[src/design/mem_pkg.sv]
// Shared sizes, data and address types, access-size enum for the data memory
package mem_pkg;

  // --------------------------------------------------
  // Geometry
  // --------------------------------------------------
  localparam int BYTE_W = 8;                 // Bits per stored byte
  localparam int LANES  = 4;                 // Bytes moved per access
  localparam int ADDR_W = 14;                // Byte address width
  localparam int DEPTH  = 1 << ADDR_W;       // Bytes in the array
  localparam int DATA_W = LANES * BYTE_W;    // One full word
  localparam int HALF_W = 2 * BYTE_W;        // Halfword width

  // --------------------------------------------------
  // Types
  // --------------------------------------------------

  // Lane n holds the byte at addr + n
  typedef logic [DATA_W-1:0] data_t;

  typedef logic [ADDR_W-1:0] addr_t;         // Wraps at DEPTH

  // Per-lane write enable, bit n covers addr + n
  typedef logic [LANES-1:0] lane_mask_t;

  // Access size
  // Code 2'b11 is never legal on a request
  typedef enum logic [1:0] {
    SIZE_B = 2'b00,                          // Byte
    SIZE_H = 2'b01,                          // Halfword
    SIZE_W = 2'b10                           // Word
  } size_e;

endpackage

[src/design/mem_if.sv]
// Interface for one lane-masked RAM access and its response
`timescale 1ns/100ps

interface mem_if import mem_pkg::*; ();

  // Request side, driven by the load/store unit
  logic       cs;       // Chip select
  logic       we;       // Write enable, wins over oe
  logic       oe;       // Output enable
  addr_t      addr;     // First byte of the access
  data_t      wdata;    // Lane-aligned store data
  lane_mask_t wmask;    // Lanes written on a store

  // Response side, driven by the RAM
  data_t      rdata;    // Registered read data
  logic       done;     // One-cycle end-of-access pulse

  // Load/store unit end
  modport lsu (
    output cs,
    output we,
    output oe,
    output addr,
    output wdata,
    output wmask,
    input  rdata,
    input  done
  );

  // RAM end
  modport ram (
    input  cs,
    input  we,
    input  oe,
    input  addr,
    input  wdata,
    input  wmask,
    output rdata,
    output done
  );

endinterface

[src/design/load_store_unit.sv]
// Load/store unit that formats stores into lanes and masks and aligns and extends loads
`timescale 1ns/100ps

module load_store_unit import mem_pkg::*; (
  input  logic  clk,
  input  logic  arst_n,
  input  logic  req_cs,
  input  logic  req_we,
  input  logic  req_oe,
  input  addr_t req_addr,
  input  size_e req_size,
  input  logic  req_signed,
  input  data_t req_wdata,
  output data_t rsp_rdata,
  output logic  rsp_done,
  mem_if.lsu    mem
);

  // --------------------------------------------------
  // Internal signals
  // --------------------------------------------------
  data_t      st_data;     // Store data replicated into lanes
  lane_mask_t st_mask;     // Lanes touched by the store
  logic       ld_req;      // Request is a load this cycle

  size_e      ld_size;     // Size of the load in flight
  logic       ld_signed;   // Sign flag of the load in flight
  logic       ld_pend;     // Load response due this cycle

  data_t      ld_word;     // Extracted and extended load value
  data_t      rdata_q;     // Last completed load value

  assign ld_req = req_cs && !req_we && req_oe;

  // --------------------------------------------------
  // Store formatting
  // --------------------------------------------------

  // Access starts at req_addr itself so data always goes to the low lanes
  // The mask keeps copies in the upper lanes out of the array
  always_comb begin
    case (req_size)
      SIZE_B: begin
        st_data = {LANES{req_wdata[BYTE_W-1:0]}};
        st_mask = lane_mask_t'(1);                 // Lane 0
      end
      SIZE_H: begin
        st_data = {(LANES/2){req_wdata[HALF_W-1:0]}};
        st_mask = lane_mask_t'(3);                 // Lanes 0 and 1
      end
      default: begin
        st_data = req_wdata;                       // Word goes through as is
        st_mask = '1;
      end
    endcase
  end

  // Request goes straight through to the RAM
  assign mem.cs    = req_cs;
  assign mem.we    = req_we;
  assign mem.oe    = req_oe;
  assign mem.addr  = req_addr;
  assign mem.wdata = st_data;
  assign mem.wmask = st_mask;

  // --------------------------------------------------
  // Load tracking
  // --------------------------------------------------

  // Size and sign captured at the request edge
  // Used in the cycle the RAM returns data
  always_ff @(posedge clk or negedge arst_n) begin
    if (!arst_n) begin
      ld_pend   <= 1'b0;
      ld_size   <= SIZE_B;
      ld_signed <= 1'b0;
    end else begin
      ld_pend <= ld_req;
      if (ld_req) begin
        ld_size   <= req_size;
        ld_signed <= req_signed;
      end
    end
  end

  // --------------------------------------------------
  // Load extraction
  // --------------------------------------------------

  // Wanted bytes sit in the lowest lanes
  always_comb begin
    case (ld_size)
      SIZE_B: ld_word = {{(DATA_W-BYTE_W){ld_signed & mem.rdata[BYTE_W-1]}},
                         mem.rdata[BYTE_W-1:0]};
      SIZE_H: ld_word = {{(DATA_W-HALF_W){ld_signed & mem.rdata[HALF_W-1]}},
                         mem.rdata[HALF_W-1:0]};
      default: ld_word = mem.rdata;                // Full word needs no extension
    endcase
  end

  // --------------------------------------------------
  // Response
  // --------------------------------------------------
  assign rsp_done = mem.done;                      // Stores and loads alike

  // Only a finished load updates the held value
  always_ff @(posedge clk or negedge arst_n) begin
    if (!arst_n) begin
      rdata_q <= '0;
    end else if (mem.done && ld_pend) begin
      rdata_q <= ld_word;
    end
  end

  // Fresh load value shows in its own done cycle
  assign rsp_rdata = (mem.done && ld_pend) ? ld_word : rdata_q;

  // --------------------------------------------------
  // Checks
  // --------------------------------------------------

  // Illegal size code never accompanies a request
  a_legal_size : assert property (
    @(posedge clk) disable iff (!arst_n)
    req_cs |-> (req_size inside {SIZE_B, SIZE_H, SIZE_W})
  ) else $error("load_store_unit: illegal access size");

endmodule

[src/flat_wrapper.sv]
// flat-port wrapper written by rule: the top's interface ports become plain ports
module load_store_unit_flat import mem_pkg::*;
  (clk, arst_n, req_cs, req_we, req_oe, req_addr, req_size, req_signed, req_wdata, rsp_rdata, rsp_done, mem_cs, mem_we, mem_oe, mem_addr, mem_wdata, mem_wmask, mem_rdata, mem_done);
  mem_if mem_i ();
  input  logic clk;
  input  logic arst_n;
  input  logic req_cs;
  input  logic req_we;
  input  logic req_oe;
  input  addr_t req_addr;
  input  size_e req_size;
  input  logic req_signed;
  input  data_t req_wdata;
  output data_t rsp_rdata;
  output logic rsp_done;
  output wire logic [$bits(mem_i.cs)-1:0] mem_cs;
  output wire logic [$bits(mem_i.we)-1:0] mem_we;
  output wire logic [$bits(mem_i.oe)-1:0] mem_oe;
  output wire logic [$bits(mem_i.addr)-1:0] mem_addr;
  output wire logic [$bits(mem_i.wdata)-1:0] mem_wdata;
  output wire logic [$bits(mem_i.wmask)-1:0] mem_wmask;
  input wire logic [$bits(mem_i.rdata)-1:0] mem_rdata;
  input wire logic [$bits(mem_i.done)-1:0] mem_done;
  assign mem_cs = mem_i.cs;
  assign mem_we = mem_i.we;
  assign mem_oe = mem_i.oe;
  assign mem_addr = mem_i.addr;
  assign mem_wdata = mem_i.wdata;
  assign mem_wmask = mem_i.wmask;
  assign mem_i.rdata = mem_rdata;
  assign mem_i.done = mem_done;
  load_store_unit u_core (.clk(clk), .arst_n(arst_n), .req_cs(req_cs), .req_we(req_we), .req_oe(req_oe), .req_addr(req_addr), .req_size(req_size), .req_signed(req_signed), .req_wdata(req_wdata), .rsp_rdata(rsp_rdata), .rsp_done(rsp_done), .mem(mem_i));
endmodule
[config.mk]
export PLATFORM = sky130hd
export DESIGN_NAME = load_store_unit_flat
export DESIGN_NICKNAME = d
export VERILOG_FILES = /design/src/design/mem_pkg.sv /design/src/design/mem_if.sv /design/src/design/load_store_unit.sv /design/src/flat_wrapper.sv
export SDC_FILE = /design/constraint.sdc
export NUM_CORES = 1
export LEC_CHECK = 0
export ABC_AREA = 1
export BUFFER_PORTS_ARGS = -buffer_cell sky130_fd_sc_hd__buf_2
export CORE_ASPECT_RATIO = 0.9
export CORE_MARGIN = 1
export CORE_UTILIZATION = 23
export DETAILED_ROUTE_END_ITERATION = 16
export HOLD_SLACK_MARGIN = 0.02
export MAX_ROUTING_LAYER = met4
export PLACE_DENSITY = 0.59
export SYNTH_ARGS = -nofsm -noshare
export SYNTH_HDL_FRONTEND = slang
export SYNTH_SLANG_ARGS = --single-unit
[constraint.sdc]
create_clock -name clk -period 1.3 [get_ports clk]
set_input_delay 0.195 -clock clk [delete_from_list [all_inputs] [get_ports clk]]
set_output_delay 0.195 -clock clk [all_outputs]
set_load 0.05 [all_outputs]
==> flow_summary.json, run 1 <==
{
  "path_clk_slew_ns": 0.06,
  "drt-total-wl_mm": 7.73,
  "drc": 0,
  "violations": "setup timing",
  "drive_above_1_share": 0.523,
  "path_cells": "buf_6 -> nand2_2 -> inv_2 -> nor2_2 -> nand3_2 -> nand2_2 -> clkinvlp_4 -> buf_8",
  "hpwl_mm": 5.73,
  "critPathSlowestCell": "dfrtp_2",
  "slew_viol_final": 0,
  "seq_area_frac_synth": 0.374,
  "multi_input_area_um2": 1190,
  "gp_congestion": 0.805,
  "drt_iter0_markers": 96,
  "required_ns": 1.11,
  "cts_inserted_buffers": 5,
  "r2r-end": "u_core.rdata_q[30]",
  "clockBufferDepth": 2,
  "reg2regPathDepth": 9,
  "grt_use_total": 0.144,
  "num_io_pins": 173,
  "final-seq-area_um2": 903,
  "clockRootBuffer": "clkbuf_16",
  "hold_depth": 3,
  "wl_met2_mm": 4.17,
  "cp_max_fo": 8,
  "met1_length_mm": 3.13,
  "n_antenna_cell": 0,
  "nets": 577,
  "die-area_um2": 10900,
  "ant_nets": 0,
  "topRoutingLayerUsed": "met4",
  "p_leak_nw": 2.15,
  "start_util": 0.236,
  "rsz0062_at_grt": "true",
  "port_buffers": 143,
  "hold_end": "u_core.ld_signed",
  "tns_ns": -11.55,
  "clock-sinks": 36,
  "cp_data_arrival_time_ns": 1.54,
  "final_core_utilization": 0.380,
  "crit_type": "flip-flop to primary output",
  "skew_ns": 0.00345,
  "period_share": 1.34,
  "p_per_area_nw_per_um2": 1520,
  "fp.dieH_um": 99.1,
  "drt-wirelength-per-cell_um": 12.5,
  "grt_pass1_wl_mm": 11.9,
  "slowest_delay_ns": 0.47,
  "finalHoldViolations": 0,
  "yosysUniqueCellTypes": 22,
  "worstHoldPathType": "input pin to flip-flop",
  "worst_setup_path_start_kind": "flip-flop",
  "viasPerCell": 4.18,
  "syn2layout_area_growth_pct": 60.9,
  "ys_seq_elements": 36,
  "timing.critical_path.mode_cell": "nand2_2",
  "finalSetupViolations": 37,
  "cap_viol_max_count": 0,
  "grt-ovfl-total": 0,
  "grt_antenna_before_repair": 0,
  "reg2reg_slack_ns": -0.16,
  "fmax_mhz": 575,
  "cts_htree_levels": 2,
  "yosys_warnings": 0,
  "status": "finished with violations",
  "clk-insertion-delay-late_ns": 0.27,
  "rows": 35,
  "grt_pass1_vias": 2463,
  "endpoint_kind": "primary output",
  "fillerInstances": 1079,
  "worstHoldStart": "req_signed",
  "num_vias": 2592,
  "coreArea_um2": 10200,
  "period_needed_ns": 1.74,
  "postLayoutCellArea_um2": 3880,
  "synth_area_um2": 2410,
  "synth_cells": 356,
  "syn_area_per_cell_um2": 6.77,
  "fin_ws_ns": -0.439,
  "grt_max_degree": 37,
  "cts_tree": "done",
  "dr.pass1.iters": 7,
  "die_width_um": 110,
  "route.met3.wl_um": 347,
  "ir_worst_vdd_uv": 761,
  "r2r-start": "u_core.ld_size[1]",
  "power_mw": 5.88,
  "syn_nets": 443,
  "place_area_um2": 3280
}
## stage by stage
step                      cells  hold slack, ns  setup WS, ns
after CTS                   615           0.117        -0.433
after detailed placement    604           0.179        -0.282
final                       620           0.121        -0.439
after floorplan             356          -0.101        -0.111
after global placement      604           0.178        -0.259
after global routing        620           0.116        -0.521
## Yosys cell counts, drive strengths merged
cell / number / area [um2]
o21ai: 10 / 50.1
inv: 41 / 154
nand3: 24 / 130
nand2: 163 / 629
nor2: 21 / 104
buf: 40 / 312
conb: 1 / 3.75
clkbuf: 4 / 26.3
or2: 16 / 100
dfrtp: 36 / 901
## layer usage
layer	vias up	GRT usage
met5	-	-
met4	0	0.0431
met3	10	0.0164
met2	92	0.277
met1	1193	0.152
li1	1297	-
## cells in the final DEF (no fill, tap or decap), types with 5 or more instances in the layout
| master | netlist | layout |
|---|---|---|
| buf_2 | 3 | 105 |
| buf_4 | 32 | 21 |
| buf_6 | 5 | 25 |
| buf_8 | 0 | 9 |
| clkbuf_16 | 0 | 5 |
| clkbuf_4 | 0 | 6 |
| clkinvlp_4 | 0 | 15 |
| dfrtp_1 | 36 | 34 |
| inv_1 | 38 | 18 |
| inv_2 | 3 | 7 |
| nand2_1 | 160 | 124 |
| nand2_2 | 1 | 29 |
| nand2_4 | 2 | 8 |
| nand3_1 | 22 | 22 |
| nor2_1 | 17 | 11 |
| nor2_2 | 1 | 6 |
| o21ai_1 | 0 | 6 |
| or2_1 | 11 | 11 |
## sequential cells by signal, indices dropped and copies added (netlist names)
name	count
u_core.rdata_q	32
u_core.ld_signed	1
u_core.ld_pend	1
u_core.ld_size	2
## worst max-delay path by stage
stage / startpoint / endpoint / slack [ns] / depth (start not counted)
final: u_core.ld_size[1] / rsp_rdata[30] / -0.44 / 8
after CTS: u_core.ld_size[1] / rsp_rdata[25] / -0.43 / 8
after floorplan: u_core.ld_size[1] / u_core.rdata_q[29] / -0.11 / 8
after detailed placement: u_core.ld_size[1] / rsp_rdata[28] / -0.28 / 6
after global routing: u_core.ld_size[1] / rsp_rdata[25] / -0.52 / 8
after global placement: u_core.ld_size[1] / rsp_rdata[25] / -0.26 / 6
## cell families after synthesis
kind of cell | share of synthesized area
and+or+nand+nor | 0.400
buffers and inverters | 0.204
DFF | 0.374
AOI/OAI and AO/OA | 0.0208
other | 0.00156
## worst max-delay path: cells and delay by family, from the launching register on
family	cells	cell delay [ns]
buffers and inverters	4	0.46
flip-flops	1	0.47
AND/OR/NAND/NOR	4	0.33
## layout make-up
| class | instances | area share |
|---|---|---|
| timing repair buffer | 171 | 0.320 |
| tap | 129 | 0.0416 |
| inverter | 41 | 0.0561 |
| multi-input combinational | 235 | 0.307 |
| sequential | 36 | 0.233 |
| clock inverter | 2 | 0.00904 |
| clock buffer | 6 | 0.0332 |
## report_power, final
group | leakage, nW | total [mW] | internal, mW | switching [mW]
combinational | 1.63 | 3.09 | 1.12 | 1.98
clock | 0.0808 | 1.35 | 0.902 | 0.450
sequential | 0.439 | 1.44 | 1.36 | 0.0822
## timing repair
action | in CTS | in global routing
endpoints found under the hold margin | 36 | 0
cloned | 1 | 0
gates resized for setup | 88 | 36
pin swaps | 1 | 15
hold buffers | 1 | 0
buffers inserted | 2 | 5
endpoints found under the setup margin | 34 | 47
(Power assumes the default switching activity.)
==> inputs of run 2 (changes only) <==
- CELL_PAD_IN_SITES_DETAIL_PLACEMENT: not set -> 0
- CELL_PAD_IN_SITES_GLOBAL_PLACEMENT: not set -> 1
- PLACE_DENSITY: 0.59 -> 0.81
==> flow_summary.json, run 2 (synthesis gave the netlist of run 1 again) <==
{
  "rows": 35,
  "path_clk_slew_ns": 0.05,
  "grt_pass1_vias": 2490,
  "p_seq_frac": 0.245,
  "drt-total-wl_mm": 8.53,
  "period_share": 1.40,
  "drive_above_1_share": 0.560,
  "endpoint_kind": "primary output",
  "critPathTopFamily": "buffers and inverters",
  "grt-ovfl-total": 0,
  "period_needed_ns": 1.81,
  "grt_antenna_before_repair": 0,
  "worstHoldPathType": "input pin to flip-flop",
  "slew_viol_final": 0,
  "viasPerCell": 4.19,
  "crit_type": "flip-flop to primary output",
  "dr.pass1.iters": 4,
  "coreArea_um2": 10200,
  "num_io_pins": 173,
  "switchingPower_mw": 2.62,
  "largest_register": "u_core.rdata_q",
  "p_sw_frac": 0.436,
  "p_clk_frac": 0.182,
  "finalHoldViolations": 0,
  "drt_iter0_markers": 84,
  "cts_inserted_buffers": 5,
  "crit_start": "u_core.ld_size[1]",
  "tns_ns": -13.71,
  "syn2layout_area_growth_pct": 75.0,
  "fin_ws_ns": -0.514,
  "cp-endpoint": "rsp_rdata[27]",
  "violations": "setup timing",
  "num_vias": 2658,
  "drc": 0,
  "p_leak_nw": 2.30,
  "die-area_um2": 10900,
  "finalSetupViolations": 40,
  "ant_nets": 0,
  "grt_max_degree": 37,
  "start_util": 0.236,
  "grt_use_total": 0.146,
  "r2r-end": "u_core.rdata_q[26]",
  "top_regs": "u_core.rdata_q x32, u_core.ld_size x2",
  "final_cell_count_no_fill": 634,
  "port_buffers": 143,
  "cp_num_cells": 8,
  "cts_tree": "done",
  "clock-sinks": 36,
  "reg2reg_slack_ns": -0.26,
  "rsz0062_at_grt": "true",
  "required_ns": 1.11,
  "combPwrFrac": 0.573,
  "cp_max_fo": 8,
  "r2r-start": "u_core.ld_size[1]",
  "drt-wirelength-per-cell_um": 13.5,
  "fp.dieH_um": 99.1,
  "clockBufferDepth": 2,
  "intPower_mw": 3.38,
  "critPathSlowestCell": "dfrtp_2",
  "place_inst": 613,
  "fmax_mhz": 551,
  "status": "finished with violations",
  "gp_congestion": 0.764,
  "clk-insertion-delay-late_ns": 0.28,
  "die_width_um": 110,
  "slowest_delay_ns": 0.49,
  "clockRootBuffer": "clkbuf_16",
  "nets": 594,
  "layout_commonest_cell": "nand2_1",
  "cts_htree_levels": 2,
  "reg2regPathDepth": 10,
  "p_per_area_nw_per_um2": 1420,
  "fillerInstances": 1016,
  "grt_pass1_wl_mm": 11.8,
  "final_cell_mix": "113 x nand2_1, 108 x buf_2, 34 x dfrtp_1",
  "cap_viol_max_count": 0,
  "skew_ns": 0.00246,
  "cp_num_buf_inv": 4,
  "worst_setup_path_start_kind": "flip-flop",
  "n_antenna_cell": 0,
  "path_cells": "buf_12 -> nand2_4 -> inv_2 -> nor2_2 -> nand3_1 -> nand2_2 -> clkinvlp_4 -> buf_8",
  "ir_worst_vdd_uv": 828,
  "holdWs_ns": 0.173,
  "largest_reg_flops": 32,
  "hpwl_mm": 5.87,
  "cp_data_arrival_time_ns": 1.62
}
==> run 2: layout make-up <==
cell class	count	area, um2	area share
timing repair buffer	186	1480	0.350
sequential	36	903	0.214
inverter	41	220	0.0522
clock buffer	5	125	0.0297
multi-input combinational	237	1330	0.316
tap	129	161	0.0383
==> run 2: per-layer routing <==
metal | vias up | global-route usage | wire [um]
met1 | 1214 | 0.159 | 3430
li1 | 1327 | - | -
met4 | 0 | 0.0451 | 96
met2 | 109 | 0.271 | 4580
met5 | - | - | 0
met3 | 8 | 0.0203 | 433
==> run 2: stage by stage <==
step | total power [mW] | worst slack, ns | util | area [um2]
detailed placement | 4.07 | -0.328 | 0.327 | 3340
global placement | 4.04 | -0.277 | 0.327 | 3340
global route | 6.30 | -0.600 | 0.413 | 4220
floorplan | 3.52 | -0.111 | - | 2560
finish | 6.00 | -0.514 | 0.413 | 4220
CTS | 5.59 | -0.446 | 0.370 | 3770
==> run 2: power by group through the flow <==
stage	sequential [mW]	combinational, mW	clock, mW
2_1_floorplan	1.41	2.10	0
3_3_place_gp	1.44	2.60	0
3_5_place_dp	1.45	2.62	0
4_1_cts	1.44	3.03	1.13
5_1_grt	1.49	3.63	1.18
6_report	1.47	3.43	1.09
==> run 2: worst register-to-register path, stage by stage (launching register included) <==
cell and delay (ns):
dfrtp_2 0.49, buf_12 0.18, nand2_2 0.05, inv_1 0.03
nor2_1 0.07, nand3_1 0.08, nand2_2 0.09, clkinvlp_4 0.11
buf_6 0.12, buf_4 0.12, buf_4 0.12
==> run 2: what timing repair did <==
action,in CTS,in global routing
resized for setup,82,97
pin swaps,7,24
endpoints found under the setup margin,47,47
hold buffers,1,0
buffers inserted,2,10
hold endpoints to repair,36,0
cloned,1,3
==> run 2: how the worst min path moves through the flow <==
stage | start | to | slack (ns) | cells after the start
3_5_place_dp | arst_n | u_core.rdata_q[23] | 0.28 | 2
4_1_cts | req_signed | u_core.ld_signed | 0.17 | 3
2_1_floorplan | arst_n | u_core.ld_pend | -0.10 | 0
3_3_place_gp | arst_n | u_core.rdata_q[27] | 0.27 | 2
6_report | req_signed | u_core.ld_signed | 0.17 | 3
5_1_grt | req_signed | u_core.ld_signed | 0.18 | 3
